**config.mk**
```make
export PLATFORM = sky130hd
export DESIGN_NAME = fpu_top
export DESIGN_NICKNAME = d
export VERILOG_FILES = /design/src/common/fpu_num_pkg.sv /design/src/common/fpu_op_pkg.sv /design/src/common/fpu_unit_if.sv /design/src/fpu/fpu_top.sv /design/src/fpu/fpu_i2f.sv /design/src/fpu/fpu_f2i.sv /design/src/fpu/fpu_cmp.sv /design/src/fpu/fpu_issue.sv
export VERILOG_INCLUDE_DIRS = /design/src /design/src/common
export SDC_FILE = /design/constraint.sdc
export NUM_CORES = 1
export LEC_CHECK = 0
export BUFFER_PORTS_ARGS = -buffer_cell sky130_fd_sc_hd__buf_2
export CAP_MARGIN = 20
export CORE_UTILIZATION = 56
export DETAILED_ROUTE_END_ITERATION = 6
export MAX_ROUTING_LAYER = met4
export PLACE_DENSITY = 0.81
export SLEW_MARGIN = 20
export SYNTH_ARGS = -nofsm -noshare
export SYNTH_HDL_FRONTEND = slang
export SYNTH_SLANG_ARGS = --single-unit
```
**constraint.sdc**
```tcl
create_clock -name i_clock -period 4.7 [get_ports i_clock]
set_clock_uncertainty 0.05 [all_clocks]
set_input_delay 0 -clock i_clock [delete_from_list [all_inputs] [get_ports i_clock]]
set_output_delay 0 -clock i_clock [all_outputs]
set_load 0.05 [all_outputs]
```
**src/common/fpu_defines.svh**
```systemverilog
`ifndef FPU_DEFINES_SVH
`define FPU_DEFINES_SVH

// single-precision word layout.
`define FPU_DATA_W 32
`define FPU_EXP_W 8
`define FPU_MAN_W 23
`define FPU_EXP_BIAS 127

// opcode field from the core.
`define FPU_OP_W 5

// quiet NaN returned when min/max sees two NaNs.
`define FPU_CANON_NAN 32'h7fc00000

`endif
```
**src/common/fpu_num_pkg.sv**
```systemverilog
`include "fpu_defines.svh"

package fpu_num_pkg;

	typedef logic [`FPU_DATA_W-1:0] word_t;
	typedef logic [`FPU_EXP_W-1:0] exp_t;
	typedef logic [`FPU_MAN_W-1:0] man_t;

	typedef enum logic [2:0] {
		CLS_ZERO,
		CLS_SUBNORMAL,
		CLS_NORMAL,
		CLS_INF,
		CLS_NAN
	} fpu_class_e;

	function automatic fpu_class_e fpu_classify(input word_t w);
		exp_t e;
		man_t m;
		e = w[`FPU_DATA_W-2:`FPU_MAN_W];
		m = w[`FPU_MAN_W-1:0];
		if (e == '1)
			return (m == '0) ? CLS_INF : CLS_NAN;
		if (e == '0)
			return (m == '0) ? CLS_ZERO : CLS_SUBNORMAL;
		return CLS_NORMAL;
	endfunction

endpackage

```
**src/common/fpu_op_pkg.sv**
```systemverilog
`include "fpu_defines.svh"

package fpu_op_pkg;

	// encoding follows the core's FPU opcode field.
	typedef enum logic [`FPU_OP_W-1:0] {
		FPU_OP_ADD,
		FPU_OP_SUB,
		FPU_OP_MUL,
		FPU_OP_DIV,
		FPU_OP_MADD,
		FPU_OP_MSUB,
		FPU_OP_NMADD,
		FPU_OP_NMSUB,
		FPU_OP_F2I,
		FPU_OP_F2UI,
		FPU_OP_I2F,
		FPU_OP_UI2F,
		FPU_OP_CMP_EQUAL,
		FPU_OP_CMP_LESS,
		FPU_OP_CMP_LEQUAL,
		FPU_OP_SGNJ,
		FPU_OP_SGNJN,
		FPU_OP_SGNJX,
		FPU_OP_MIN,
		FPU_OP_MAX
	} fpu_op_e;

	// execute unit chosen by decode.
	typedef enum logic [1:0] {
		UNIT_CMP,
		UNIT_F2I,
		UNIT_I2F,
		UNIT_NONE
	} fpu_unit_e;

endpackage

```
**src/common/fpu_unit_if.sv**
```systemverilog
`timescale 1ns/1ps

interface fpu_unit_if
	import fpu_op_pkg::*, fpu_num_pkg::*;
();

	logic start;	// one cycle per operation.
	fpu_op_e op;
	word_t op1;
	word_t op2;
	logic done;		// one cycle, result valid.
	word_t result;

	modport issue (
		output start,
		output op,
		output op1,
		output op2,
		input done,
		input result
	);

	modport unit (
		input start,
		input op,
		input op1,
		input op2,
		output done,
		output result
	);

endinterface

```
**src/fpu/fpu_top.sv**
```systemverilog
`include "fpu_defines.svh"

`timescale 1ns/1ps

module fpu_top
	import fpu_op_pkg::*, fpu_num_pkg::*;
(
	input logic i_clock,
	input logic i_rst_n,
	input logic i_request,
	input logic [`FPU_OP_W-1:0] i_op,
	input word_t i_op1,
	input word_t i_op2,
	output logic o_ready,
	output logic o_illegal,
	output word_t o_result
);

	fpu_unit_if cmp_if();
	fpu_unit_if f2i_if();
	fpu_unit_if i2f_if();

	fpu_issue u_issue (
		.i_clock(i_clock),
		.i_rst_n(i_rst_n),
		.i_request(i_request),
		.i_op(fpu_op_e'(i_op)),
		.i_op1(i_op1),
		.i_op2(i_op2),
		.o_ready(o_ready),
		.o_illegal(o_illegal),
		.o_result(o_result),
		.cmp_port(cmp_if.issue),
		.f2i_port(f2i_if.issue),
		.i2f_port(i2f_if.issue)
	);

	fpu_cmp u_cmp (
		.i_clock(i_clock),
		.i_rst_n(i_rst_n),
		.port(cmp_if.unit)
	);

	fpu_f2i u_f2i (
		.i_clock(i_clock),
		.i_rst_n(i_rst_n),
		.port(f2i_if.unit)
	);

	fpu_i2f u_i2f (
		.i_clock(i_clock),
		.i_rst_n(i_rst_n),
		.port(i2f_if.unit)
	);

endmodule

```
**src/fpu/fpu_i2f.sv**
```systemverilog
`include "fpu_defines.svh"

`timescale 1ns/1ps

module fpu_i2f
	import fpu_op_pkg::*, fpu_num_pkg::*;
(
	input logic i_clock,
	input logic i_rst_n,
	fpu_unit_if.unit port
);

	typedef enum logic [1:0] {IDLE, NORM, ROUND} state_e;

	state_e state;
	logic in_neg;
	word_t mag_in;
	logic sign_q;
	word_t mag_q;
	logic [5:0] shift_cnt;
	logic round_up;
	exp_t pk_exp;
	logic [`FPU_DATA_W-2:0] packed_c;

	assign in_neg = (port.op == FPU_OP_I2F) && port.op1[`FPU_DATA_W-1];
	assign mag_in = in_neg ? -port.op1 : port.op1;

	// ~~~~~~~~~~~~~~~~~~~~~~~~~~~~~~~~~~~~~~~~~~~~~~~~~~~~~~~~~~~~~~~~~~~~~~
	// round to nearest even and pack

	// guard is bit 7, sticky below it.
	assign round_up = mag_q[7] && (mag_q[8] || (|mag_q[6:0]));
	assign pk_exp = exp_t'(`FPU_EXP_BIAS + `FPU_DATA_W - 1) - exp_t'(shift_cnt);
	assign packed_c = {pk_exp, mag_q[`FPU_DATA_W-2:8]} + (`FPU_DATA_W-1)'(round_up);	// carry bumps exp.

	// ~~~~~~~~~~~~~~~~~~~~~~~~~~~~~~~~~~~~~~~~~~~~~~~~~~~~~~~~~~~~~~~~~~~~~~
	// normalizer FSM

	always_ff @(posedge i_clock or negedge i_rst_n) begin
		if (!i_rst_n) begin
			state <= IDLE;
			shift_cnt <= '0;
			port.done <= 1'b0;
		end else begin
			port.done <= 1'b0;
			case (state)
				IDLE: begin
					if (port.start) begin
						shift_cnt <= '0;
						if (mag_in == '0)
							port.done <= 1'b1;	// zero skips normalizing.
						else
							state <= NORM;
					end
				end
				NORM: begin
					if (mag_q[`FPU_DATA_W-1]) begin
						state <= ROUND;
					end else begin
						shift_cnt <= shift_cnt + 6'd1;
						if (mag_q[`FPU_DATA_W-2])
							state <= ROUND;	// normalized after this shift.
					end
				end
				ROUND: begin
					port.done <= 1'b1;
					state <= IDLE;
				end
				default: state <= IDLE;
			endcase
		end
	end

	always_ff @(posedge i_clock) begin
		if ((state == IDLE) && port.start) begin
			sign_q <= in_neg;
			mag_q <= mag_in;
			if (mag_in == '0)
				port.result <= '0;
		end else if ((state == NORM) && !mag_q[`FPU_DATA_W-1]) begin
			mag_q <= mag_q << 1;
		end else if (state == ROUND) begin
			port.result <= {sign_q, packed_c};
		end
	end

	a_shift_bound: assert property (@(posedge i_clock) disable iff (!i_rst_n)
		(state == NORM) |-> (shift_cnt <= 6'd31));

endmodule

```
**src/fpu/fpu_f2i.sv**
```systemverilog
`include "fpu_defines.svh"

`timescale 1ns/1ps

module fpu_f2i
	import fpu_op_pkg::*, fpu_num_pkg::*;
(
	input logic i_clock,
	input logic i_rst_n,
	fpu_unit_if.unit port
);

	fpu_class_e cls;
	logic neg;
	logic is_signed;
	exp_t bexp;
	exp_t uexp;
	word_t sig;
	word_t mag;
	word_t res_c;

	assign cls = fpu_classify(port.op1);
	assign neg = port.op1[`FPU_DATA_W-1];
	assign is_signed = (port.op == FPU_OP_F2I);
	assign bexp = port.op1[`FPU_DATA_W-2:`FPU_MAN_W];
	assign uexp = bexp - exp_t'(`FPU_EXP_BIAS);	// only meaningful when bexp >= bias.
	assign sig = {{(`FPU_DATA_W-`FPU_MAN_W-1){1'b0}}, 1'b1, port.op1[`FPU_MAN_W-1:0]};

	// truncate toward zero.
	always_comb begin
		if (uexp >= exp_t'(`FPU_MAN_W))
			mag = sig << (uexp - exp_t'(`FPU_MAN_W));
		else
			mag = sig >> (exp_t'(`FPU_MAN_W) - uexp);
	end

	always_comb begin
		if (cls == CLS_NAN) begin
			res_c = is_signed ? 32'h7fffffff : 32'hffffffff;
		end else if (bexp < exp_t'(`FPU_EXP_BIAS)) begin
			res_c = '0;	// |x| < 1, zeros and subnormals.
		end else if (is_signed) begin
			if (uexp >= exp_t'(`FPU_DATA_W - 1))
				res_c = neg ? 32'h80000000 : 32'h7fffffff;
			else
				res_c = neg ? -mag : mag;
		end else begin
			if (neg)
				res_c = '0;
			else if (uexp >= exp_t'(`FPU_DATA_W))
				res_c = '1;
			else
				res_c = mag;
		end
	end

	always_ff @(posedge i_clock or negedge i_rst_n) begin
		if (!i_rst_n)
			port.done <= 1'b0;
		else
			port.done <= port.start;
	end

	always_ff @(posedge i_clock) begin
		if (port.start)
			port.result <= res_c;
	end

endmodule

```
**src/fpu/fpu_cmp.sv**
```systemverilog
`include "fpu_defines.svh"

`timescale 1ns/1ps

module fpu_cmp
	import fpu_op_pkg::*, fpu_num_pkg::*;
(
	input logic i_clock,
	input logic i_rst_n,
	fpu_unit_if.unit port
);

	fpu_class_e cls1;
	fpu_class_e cls2;
	logic s1;
	logic s2;
	logic any_nan;
	logic both_zero;
	logic mag_lt;
	logic mag_gt;
	logic lt_total;
	logic is_equal;
	logic is_less;
	word_t min_w;
	word_t max_w;
	word_t res_c;

	assign cls1 = fpu_classify(port.op1);
	assign cls2 = fpu_classify(port.op2);
	assign s1 = port.op1[`FPU_DATA_W-1];
	assign s2 = port.op2[`FPU_DATA_W-1];
	assign any_nan = (cls1 == CLS_NAN) || (cls2 == CLS_NAN);
	assign both_zero = (cls1 == CLS_ZERO) && (cls2 == CLS_ZERO);

	// ~~~~~~~~~~~~~~~~~~~~~~~~~~~~~~~~~~~~~~~~~~~~~~~~~~~~~~~~~~~~~~~~~~~~~~
	// ordering

	assign mag_lt = port.op1[`FPU_DATA_W-2:0] < port.op2[`FPU_DATA_W-2:0];
	assign mag_gt = port.op1[`FPU_DATA_W-2:0] > port.op2[`FPU_DATA_W-2:0];
	assign lt_total = (s1 != s2) ? s1 : (s1 ? mag_gt : mag_lt);	// -0 below +0.

	assign is_equal = !any_nan && ((port.op1 == port.op2) || both_zero);
	assign is_less = !any_nan && !both_zero && lt_total;

	always_comb begin
		if ((cls1 == CLS_NAN) && (cls2 == CLS_NAN)) begin
			min_w = `FPU_CANON_NAN;
			max_w = `FPU_CANON_NAN;
		end else if (cls1 == CLS_NAN) begin
			min_w = port.op2;
			max_w = port.op2;
		end else if (cls2 == CLS_NAN) begin
			min_w = port.op1;
			max_w = port.op1;
		end else begin
			min_w = lt_total ? port.op1 : port.op2;
			max_w = lt_total ? port.op2 : port.op1;
		end
	end

	// ~~~~~~~~~~~~~~~~~~~~~~~~~~~~~~~~~~~~~~~~~~~~~~~~~~~~~~~~~~~~~~~~~~~~~~
	// result select

	always_comb begin
		case (port.op)
			FPU_OP_CMP_EQUAL: res_c = word_t'(is_equal);
			FPU_OP_CMP_LESS: res_c = word_t'(is_less);
			FPU_OP_CMP_LEQUAL: res_c = word_t'(is_less || is_equal);
			FPU_OP_SGNJ: res_c = {s2, port.op1[`FPU_DATA_W-2:0]};
			FPU_OP_SGNJN: res_c = {~s2, port.op1[`FPU_DATA_W-2:0]};
			FPU_OP_SGNJX: res_c = {s1 ^ s2, port.op1[`FPU_DATA_W-2:0]};
			FPU_OP_MIN: res_c = min_w;
			FPU_OP_MAX: res_c = max_w;
			default: res_c = '0;
		endcase
	end

	always_ff @(posedge i_clock or negedge i_rst_n) begin
		if (!i_rst_n)
			port.done <= 1'b0;
		else
			port.done <= port.start;	// fixed one-cycle latency.
	end

	always_ff @(posedge i_clock) begin
		if (port.start)
			port.result <= res_c;
	end

endmodule

```
**src/fpu/fpu_issue.sv**
```systemverilog
`timescale 1ns/1ps

module fpu_issue
	import fpu_op_pkg::*, fpu_num_pkg::*;
(
	input logic i_clock,
	input logic i_rst_n,
	input logic i_request,
	input fpu_op_e i_op,
	input word_t i_op1,
	input word_t i_op2,
	output logic o_ready,
	output logic o_illegal,
	output word_t o_result,
	fpu_unit_if.issue cmp_port,
	fpu_unit_if.issue f2i_port,
	fpu_unit_if.issue i2f_port
);

	typedef enum logic [1:0] {IDLE, WAIT, DONE} state_e;

	state_e state;
	fpu_unit_e dec_unit;
	fpu_unit_e sel_unit;
	logic accept;
	logic unit_done;
	word_t unit_result;

	// ~~~~~~~~~~~~~~~~~~~~~~~~~~~~~~~~~~~~~~~~~~~~~~~~~~~~~~~~~~~~~~~~~~~~~~
	// decode

	always_comb begin
		case (i_op)
			FPU_OP_F2I, FPU_OP_F2UI: dec_unit = UNIT_F2I;
			FPU_OP_I2F, FPU_OP_UI2F: dec_unit = UNIT_I2F;
			FPU_OP_CMP_EQUAL, FPU_OP_CMP_LESS, FPU_OP_CMP_LEQUAL,
			FPU_OP_SGNJ, FPU_OP_SGNJN, FPU_OP_SGNJX,
			FPU_OP_MIN, FPU_OP_MAX: dec_unit = UNIT_CMP;
			default: dec_unit = UNIT_NONE;	// add/mul/div/fma not built.
		endcase
	end

	assign accept = (state == IDLE) && i_request;

	always_comb begin
		case (sel_unit)
			UNIT_CMP: begin
				unit_done = cmp_port.done;
				unit_result = cmp_port.result;
			end
			UNIT_F2I: begin
				unit_done = f2i_port.done;
				unit_result = f2i_port.result;
			end
			UNIT_I2F: begin
				unit_done = i2f_port.done;
				unit_result = i2f_port.result;
			end
			default: begin
				unit_done = 1'b1;	// illegal op finishes at once.
				unit_result = '0;
			end
		endcase
	end

	// ~~~~~~~~~~~~~~~~~~~~~~~~~~~~~~~~~~~~~~~~~~~~~~~~~~~~~~~~~~~~~~~~~~~~~~
	// control

	always_ff @(posedge i_clock or negedge i_rst_n) begin
		if (!i_rst_n) begin
			state <= IDLE;
			sel_unit <= UNIT_NONE;
			o_ready <= 1'b0;
			o_illegal <= 1'b0;
			o_result <= '0;
			cmp_port.start <= 1'b0;
			f2i_port.start <= 1'b0;
			i2f_port.start <= 1'b0;
		end else begin
			cmp_port.start <= accept && (dec_unit == UNIT_CMP);
			f2i_port.start <= accept && (dec_unit == UNIT_F2I);
			i2f_port.start <= accept && (dec_unit == UNIT_I2F);
			o_ready <= 1'b0;
			o_illegal <= 1'b0;
			case (state)
				IDLE: begin
					if (accept) begin
						sel_unit <= dec_unit;
						state <= WAIT;
					end
				end
				WAIT: begin
					if (unit_done) begin
						o_ready <= 1'b1;
						o_illegal <= (sel_unit == UNIT_NONE);
						o_result <= unit_result;
						state <= DONE;
					end
				end
				default: state <= IDLE;	// requester drops i_request here.
			endcase
		end
	end

	// operands held in the unit's interface until done.
	always_ff @(posedge i_clock) begin
		if (accept && (dec_unit == UNIT_CMP)) begin
			cmp_port.op <= i_op;
			cmp_port.op1 <= i_op1;
			cmp_port.op2 <= i_op2;
		end
		if (accept && (dec_unit == UNIT_F2I)) begin
			f2i_port.op <= i_op;
			f2i_port.op1 <= i_op1;
			f2i_port.op2 <= i_op2;
		end
		if (accept && (dec_unit == UNIT_I2F)) begin
			i2f_port.op <= i_op;
			i2f_port.op1 <= i_op1;
			i2f_port.op2 <= i_op2;
		end
	end

	// only the unit that was started may answer.
	a_done_from_sel: assert property (@(posedge i_clock) disable iff (!i_rst_n)
		(cmp_port.done || f2i_port.done || i2f_port.done) |-> unit_done);

	a_done_in_wait: assert property (@(posedge i_clock) disable iff (!i_rst_n)
		(cmp_port.done || f2i_port.done || i2f_port.done) |-> (state == WAIT));

endmodule

```
After elaboration in Yosys (flattened, before gate mapping)
Memory sizes are Yosys's and may differ from the RTL's.
Cells that the tools add are included.

storage, ports and cells
  output and inout port bits = 34
  flip-flop bits (word level) = 324
  memories = 1
  memory bits (read-only) = 64
  word-level logic and storage cells = 196
  input bits = 72

memories
  memory           words  bits a word  read ports  clocked after Yosys merged registers in  wr ports  RTL line         source
  (no name shown)  32     2            1           0                                        0         fpu_issue.sv:33  case (i_op)

cells by class
  add/subtract/negate cells = 8
  multiplexer cells = 75
  eq/ne operators = 34
  reductions and logical operators = 43
  shift operators = 2
  bitwise logic cells = 2
  magnitude comparators = 6

operator list
  cell                  count
  $mux W32              25
  $pmux W32 S8          1
  $pmux W32 S3          1
  $logic_not A23 Y1     3
  $neg A32 Y32          2
  $mux W3               15
  $eq A32 B32 Y1        1
  $logic_not A32 Y1     1
  $shl A24 B8 Y32       1
  $shr A24 B8 Y32       1
  $add A31 B1 Y31       1
  $gt A31 B31 Y1        1
  $lt A31 B31 Y1        1
  $eq A5 B4 Y1 const B  6
  $eq A8 B8 Y1 const B  3
  $logic_not A8 Y1      3
  $eq A5 B5 Y1 const B  4
  $mux W1               20
  $ge A8 B5 Y1 const B  2
  $logic_and A1 B1 Y1   13
  $mux W2               6
  $mux W6               2
  $pmux W6 S2           1
  $eq A3 B3 Y1 const B  3
  26 further kinds      53

Depth between registers and ports, before layout
  depth in word-level cells = 13
  depth in mapped cells = 21
  gate-level depth less buffers = 15

Hierarchy
A second synthesis with hierarchy kept.

second synthesis, totals
  cells, all modules = 2065
  area total of the unflattened synthesis = 22928.2 um2

modules (own cells, without submodules)
  module     area an instance (um2)  sequential area each (um2)  cells an instance  instances
  fpu_issue  8463.1                  7244.4                      386                1
  fpu_f2i    6944.2                  985.9                       880                1
  fpu_i2f    4834.6                  2177.1                      513                1
  fpu_cmp    2686.3                  985.9                       286                1

Worst setup path before layout
Ideal clock, no wire load.

  path kind = reg-to-reg
  from = register u_issue.state[0]
  to = register u_issue.i2f_port.op1[0] (enable)
  clock period less this slack = 5.166 ns
  stages on the path, launching flop included = 4
  required time = 4.111 ns
  library setup time = 0.539 ns
  buffers on the path = 0
  setup slack = -0.466 ns
  data arrival time = 4.577 ns
  cell sequence = dfrtp_1 > nor2_1 > nand2_1 > nor4b_1

between the ends
  word-level cells in the longest chain between the ends = 3

ends and longest elaborated chain
  what                    RTL line           source
  from (decl)             fpu_issue.sv:22    state_e state;
  from (signal assigned)  fpu_issue.sv:71    state <= IDLE;
  from (signal assigned)  fpu_issue.sv:89    state <= WAIT;
  from (signal assigned)  fpu_issue.sv:97    state <= DONE;
  $logic_not A2 Y1        fpu_issue.sv:43    assign accept = (state == IDLE) && i_request;
  $logic_and A1 B1 Y1     fpu_issue.sv:43
  $logic_and A1 B1 Y1     fpu_issue.sv:117   if (accept && (dec_unit == UNIT_I2F)) begin
  to (decl)               fpu_unit_if.sv:17  output op1,

No other way between the ends.
A chain may end at the register's enable or synchronous reset.

Worst setup path in the final report
  from = register u_issue.f2i_port.op1[23]
  to = register u_f2i.port.result[22], data pin

between the ends
  word-level cells in the longest chain between the ends = 10
  elaborated cells on any way between the ends = 27
  those cells by class = 4 x add/sub; 4 x order compare; 2 x eq/ne; 2 x shift; 14 x mux; 1 x reduce/logical

ends and longest elaborated chain
  what                                                RTL line                      source
  from (decl)                                         fpu_unit_if.sv:17
  $sub A8 B7 Y8                                       fpu_f2i.sv:26                 assign uexp = bexp - exp_t'(`FPU_EXP_BIAS);
  $sub A5 B8 Y8 or $sub A8 B5 Y8 (tied branches)      fpu_f2i.sv:34, fpu_f2i.sv:32
  $shr A24 B8 Y32 or $shl A24 B8 Y32 (tied branches)  fpu_f2i.sv:34, fpu_f2i.sv:32
  $mux W32                                            fpu_f2i.sv:31                 if (uexp >= exp_t'(`FPU_MAN_W))
  $neg A32 Y32                                        fpu_f2i.sv:46                 res_c = neg ? -mag : mag;
  $mux W32                                            fpu_f2i.sv:46
  $mux W32                                            fpu_f2i.sv:43                 if (uexp >= exp_t'(`FPU_DATA_W - 1))
  $mux W32                                            fpu_f2i.sv:42                 end else if (is_signed) begin
  $mux W32                                            fpu_f2i.sv:40                 end else if (bexp < exp_t'(`FPU_EXP_BIAS)) begin
  $mux W32 (*)                                        fpu_f2i.sv:38                 if (cls == CLS_NAN) begin
  to (signal assigned)                                fpu_f2i.sv:66                 port.result <= res_c;
  to (decl)                                           fpu_unit_if.sv:29             output result

Mark *: on every way between the ends. The rest lies on a longest branch, timed or not. The select of a mux whose other input is x is not followed.

==> flow_metrics.tcl <==
set metrics [dict create \
    ir_drop_v 0.0003114 \
    synth_area_leaders "edfxtp_1 (41%), dfrtp_1 (6.3%), mux4_2 (4.1%)" \
    grt_pass1_wl_mm 94.23 \
    worstSetupStartpointType "register" \
    slowest_delay_ns 0.66 \
    chipHeight_um 190.9 \
    worstSetupPathType "reg2reg" \
    path_max_fanout 15 \
    syn_area_um2 19980 \
    finalCriticalPeriod_ns 4.507 \
    worst_hold_path_type "in2async" \
    avgSynthCellArea_um2 10.29 \
    numPortBuffers 105 \
    ant_nets 0 \
    cts-htree-levels 2 \
    reg2reg_to "u_f2i.port.result[22]$_SDFFCE_PP1P_" \
    core_um2 34800 \
    finalWorstSetupSlack_ns 0.1929 \
    track_usage_pct 35.16 \
    slew_violations 0 \
    drt-pass1-iter-count 7 \
    synthFlopType "edfxtp_1" \
    grt_pass1_vias 15890 \
    cts_inserted_buffers 35 \
    setup_violations 0 \
    leakagePower_nw 8.902 \
    ys_ff_latch 324 \
    cts_tree "built" \
    ff2ff_path_depth 15 \
    n_antenna_cell 0 \
    powerDensity_nw_per_um2 261.2 \
    ys_types 102 \
    syn-instance-count 1942 \
    max_freq_mhz 221.9 \
    clock_path_buffers 3 \
    crit_end "u_f2i.port.result[22]$_SDFFCE_PP1P_" \
    rrSetupSlack_ns 0.19 \
    period_share_pct 95.89 \
    synthTopCellsByCount "edfxtp_1 (272), nand2_1 (216), nor2_1 (190)" \
    crit_chain "buf_4 > ha_4 > buf_4 > nand4_1 > or3_1 > and2_4 > or3_1 > a211o_2 > nor4_1 > nor4b_2 > nand3_2 > buf_4 > nor2_1 > a311o_1 > o211a_1" \
    nets 2250 \
    grt_max_degree 71 \
    antenna_found_initial 0 \
    post-synth-top-count-cell "edfxtp_1" \
    outcome "finished, final reports clean" \
    yosysWarnings 0 \
    cp.required_ns 4.94 \
    fillerInstances 2546 \
    r2r_start "u_issue.f2i_port.op1[23]$_DFFE_PP_" \
    synth-edff-count 272 \
    rows 68 \
    cp-startpoint "u_issue.f2i_port.op1[23]$_DFFE_PP_" \
    hold_viol_final 0 \
    stdcell_count 2615 \
    io-pin-count 106 \
    cts.sinks 324 \
    relSlewSlack_pct 34.27 \
    gp_congestion 1.012 \
    async_flop_share_pct 16.05 \
    vias 17170 \
    start_util_pct 57.42 \
    place_inst 2473 \
    clkTransAtPathRegs_ns 0.07 \
    tightest_slew_ns 0.9860 \
    drv_cap 0 \
    yosysTopAreaCellShare_pct 40.87 \
    end_kind "register" \
    cp_data_arrival_time_ns 4.74 \
    vias_per_cell 6.566 \
    root_buffer "clkbuf_16" \
    die_area_um2 36440 \
    dp_hpwl_mm 44.75 \
    wire_per_inst_um 24.14 \
    grt-ovfl-total 0 \
    synthesis.nets 2056 \
    dpl_worst_slack_ns 0.05574 \
    syn_to_final_growth_pct 16.97 \
    drc_errors 0 \
    die_x_um 190.9 \
    ys_seq_area_share_pct 47.40 \
    clk_latency_ns 0.53 \
    cp_slowest_cell "nor4_1" \
    tns_ns 0 \
    layout-drive-gt1-share_pct 17.13 \
    crit_top_cell "buf_4" \
    synth_area_leader_cell "edfxtp_1" \
    wl_mm 63.13 \
    drt_iter0_drc 2290 \
]
## how the worst min path moves through the flow
stage | from | to | cells after the start | slack, ns
after floorplan | i_rst_n | u_cmp.port.done$_DFF_PN0_ | 0 | -0.35
after global placement | i_rst_n | u_issue.state[0]$_DFFE_PN0P_ | 2 | 0.11
after detailed placement | i_rst_n | u_issue.o_illegal$_DFF_PN0_ | 2 | 0.13
after CTS | i_rst_n | u_issue.o_illegal$_DFF_PN0_ | 3 | 0.11
after global routing | i_op2[29] | u_issue.cmp_port.op2[29]$_DFFE_PP_ | 2 | 0.14
final | i_rst_n | u_issue.o_illegal$_DFF_PN0_ | 3 | 0.08
## report_power, final
part	leakage [nW]	internal [mW]	total [mW]	switching [mW]
Combinational	5.42	0.0619	0.121	0.0596
Sequential	2.90	3.10	3.10	0
Clock	0.579	1.73	2.89	1.16
Total	8.90	4.88	6.11	1.22
## cell type report
| type | instances | area, µm² | share of cell area [%] |
|---|---|---|---|
| clock buffers | 43 | 957.2 | 4.095 |
| clock inverters | 18 | 222.7 | 0.9528 |
| inverters | 69 | 260.3 | 1.113 |
| multi-input cells | 1427 | 9816 | 41.99 |
| flip-flops and latches | 324 | 9472 | 40.52 |
| well taps | 455 | 569.3 | 2.436 |
| repair buffers | 279 | 2077 | 8.886 |
## registers in the layout (all words and copies together), names as in the netlist, 5 cells and up
name	cells
u_i2f.port.result	32
u_cmp.port.result	32
u_issue.i2f_port.op	5
u_issue.i2f_port.op1	32
u_issue.cmp_port.op2	32
u_issue.cmp_port.op1	32
u_issue.cmp_port.op	5
u_i2f.shift_cnt	6
u_issue.f2i_port.op	5
u_i2f.mag_q	32
u_issue.f2i_port.op1	32
u_f2i.port.result	32
u_issue.o_result	32
## metal layers
layer / part of all wire, % / track usage (%)
met4: 3.5 / 11.17
met2: 46 / 53.68
met3: 9.6 / 5.379
met1: 41 / 48.26
met5: 0 / -
## logic make-up after synthesis
group	Yosys count	synth area share (%)
compound gates	506	16.77
xor+xnor	82	3.838
flops	324	47.40
simple gates	668	16.29
mux	128	8.778
buf+inv	191	4.245
fa+ha+maj	43	2.680
## stage by stage
stage / hold slack, ns / instance area [µm²] / utilization, % / power, mW
floorplan: -0.3456 / 20020 / - / 3.159
global placement: 0.1089 / 21320 / 61.25 / 3.222
detailed placement: 0.1273 / 21320 / 61.25 / 3.225
CTS: 0.1127 / 23210 / 66.69 / 6.094
global route: 0.1436 / 23370 / 67.17 / 6.215
finish: 0.08042 / 23370 / 67.17 / 6.106
## worst max-delay path, delay by kind of cell (launching register included)
kind | cells | cell delay [ns]
buffers and inverters | 3 | 0.44
DFF | 1 | 0.43
adders and majority gates | 1 | 0.19
and+or+nand+nor | 8 | 2.17
AOI/OAI and AO/OA | 3 | 0.97
## timing repair
| action | in CTS | in global routing |
|---|---|---|
| hold buffers | 71 | 0 |
| hold endpoints to repair | 198 | 0 |
| setup endpoints to repair | 0 | 66 |
| buffers inserted | 0 | 9 |
| gates resized for setup | 0 | 13 |
## placed cells by master (no fill, tap or decap), types with 12 or more instances in the layout
master	count
or3_1	17
inv_1	65
buf_4	98
xor2_1	44
nand2b_1	14
xnor2_1	34
a22oi_1	13
mux2i_1	74
and3_1	14
clkbuf_16	37
nand3_1	37
mux4_2	36
nor2_1	189
buf_2	105
a211oi_1	14
dlygate4sd3_1	71
edfxtp_1	272
nor2b_1	14
a21o_1	14
nor4_1	32
a31oi_1	14
a22o_1	28
a21oi_1	100
nand2_1	215
o31ai_1	23
and2_1	15
ha_1	40
o211ai_1	13
nand4_1	24
o22ai_1	12
dfrtp_1	50
o21ai_0	155
nor3_1	27
mux2_2	15
No activity file was read; power rests on OpenSTA's default activity.
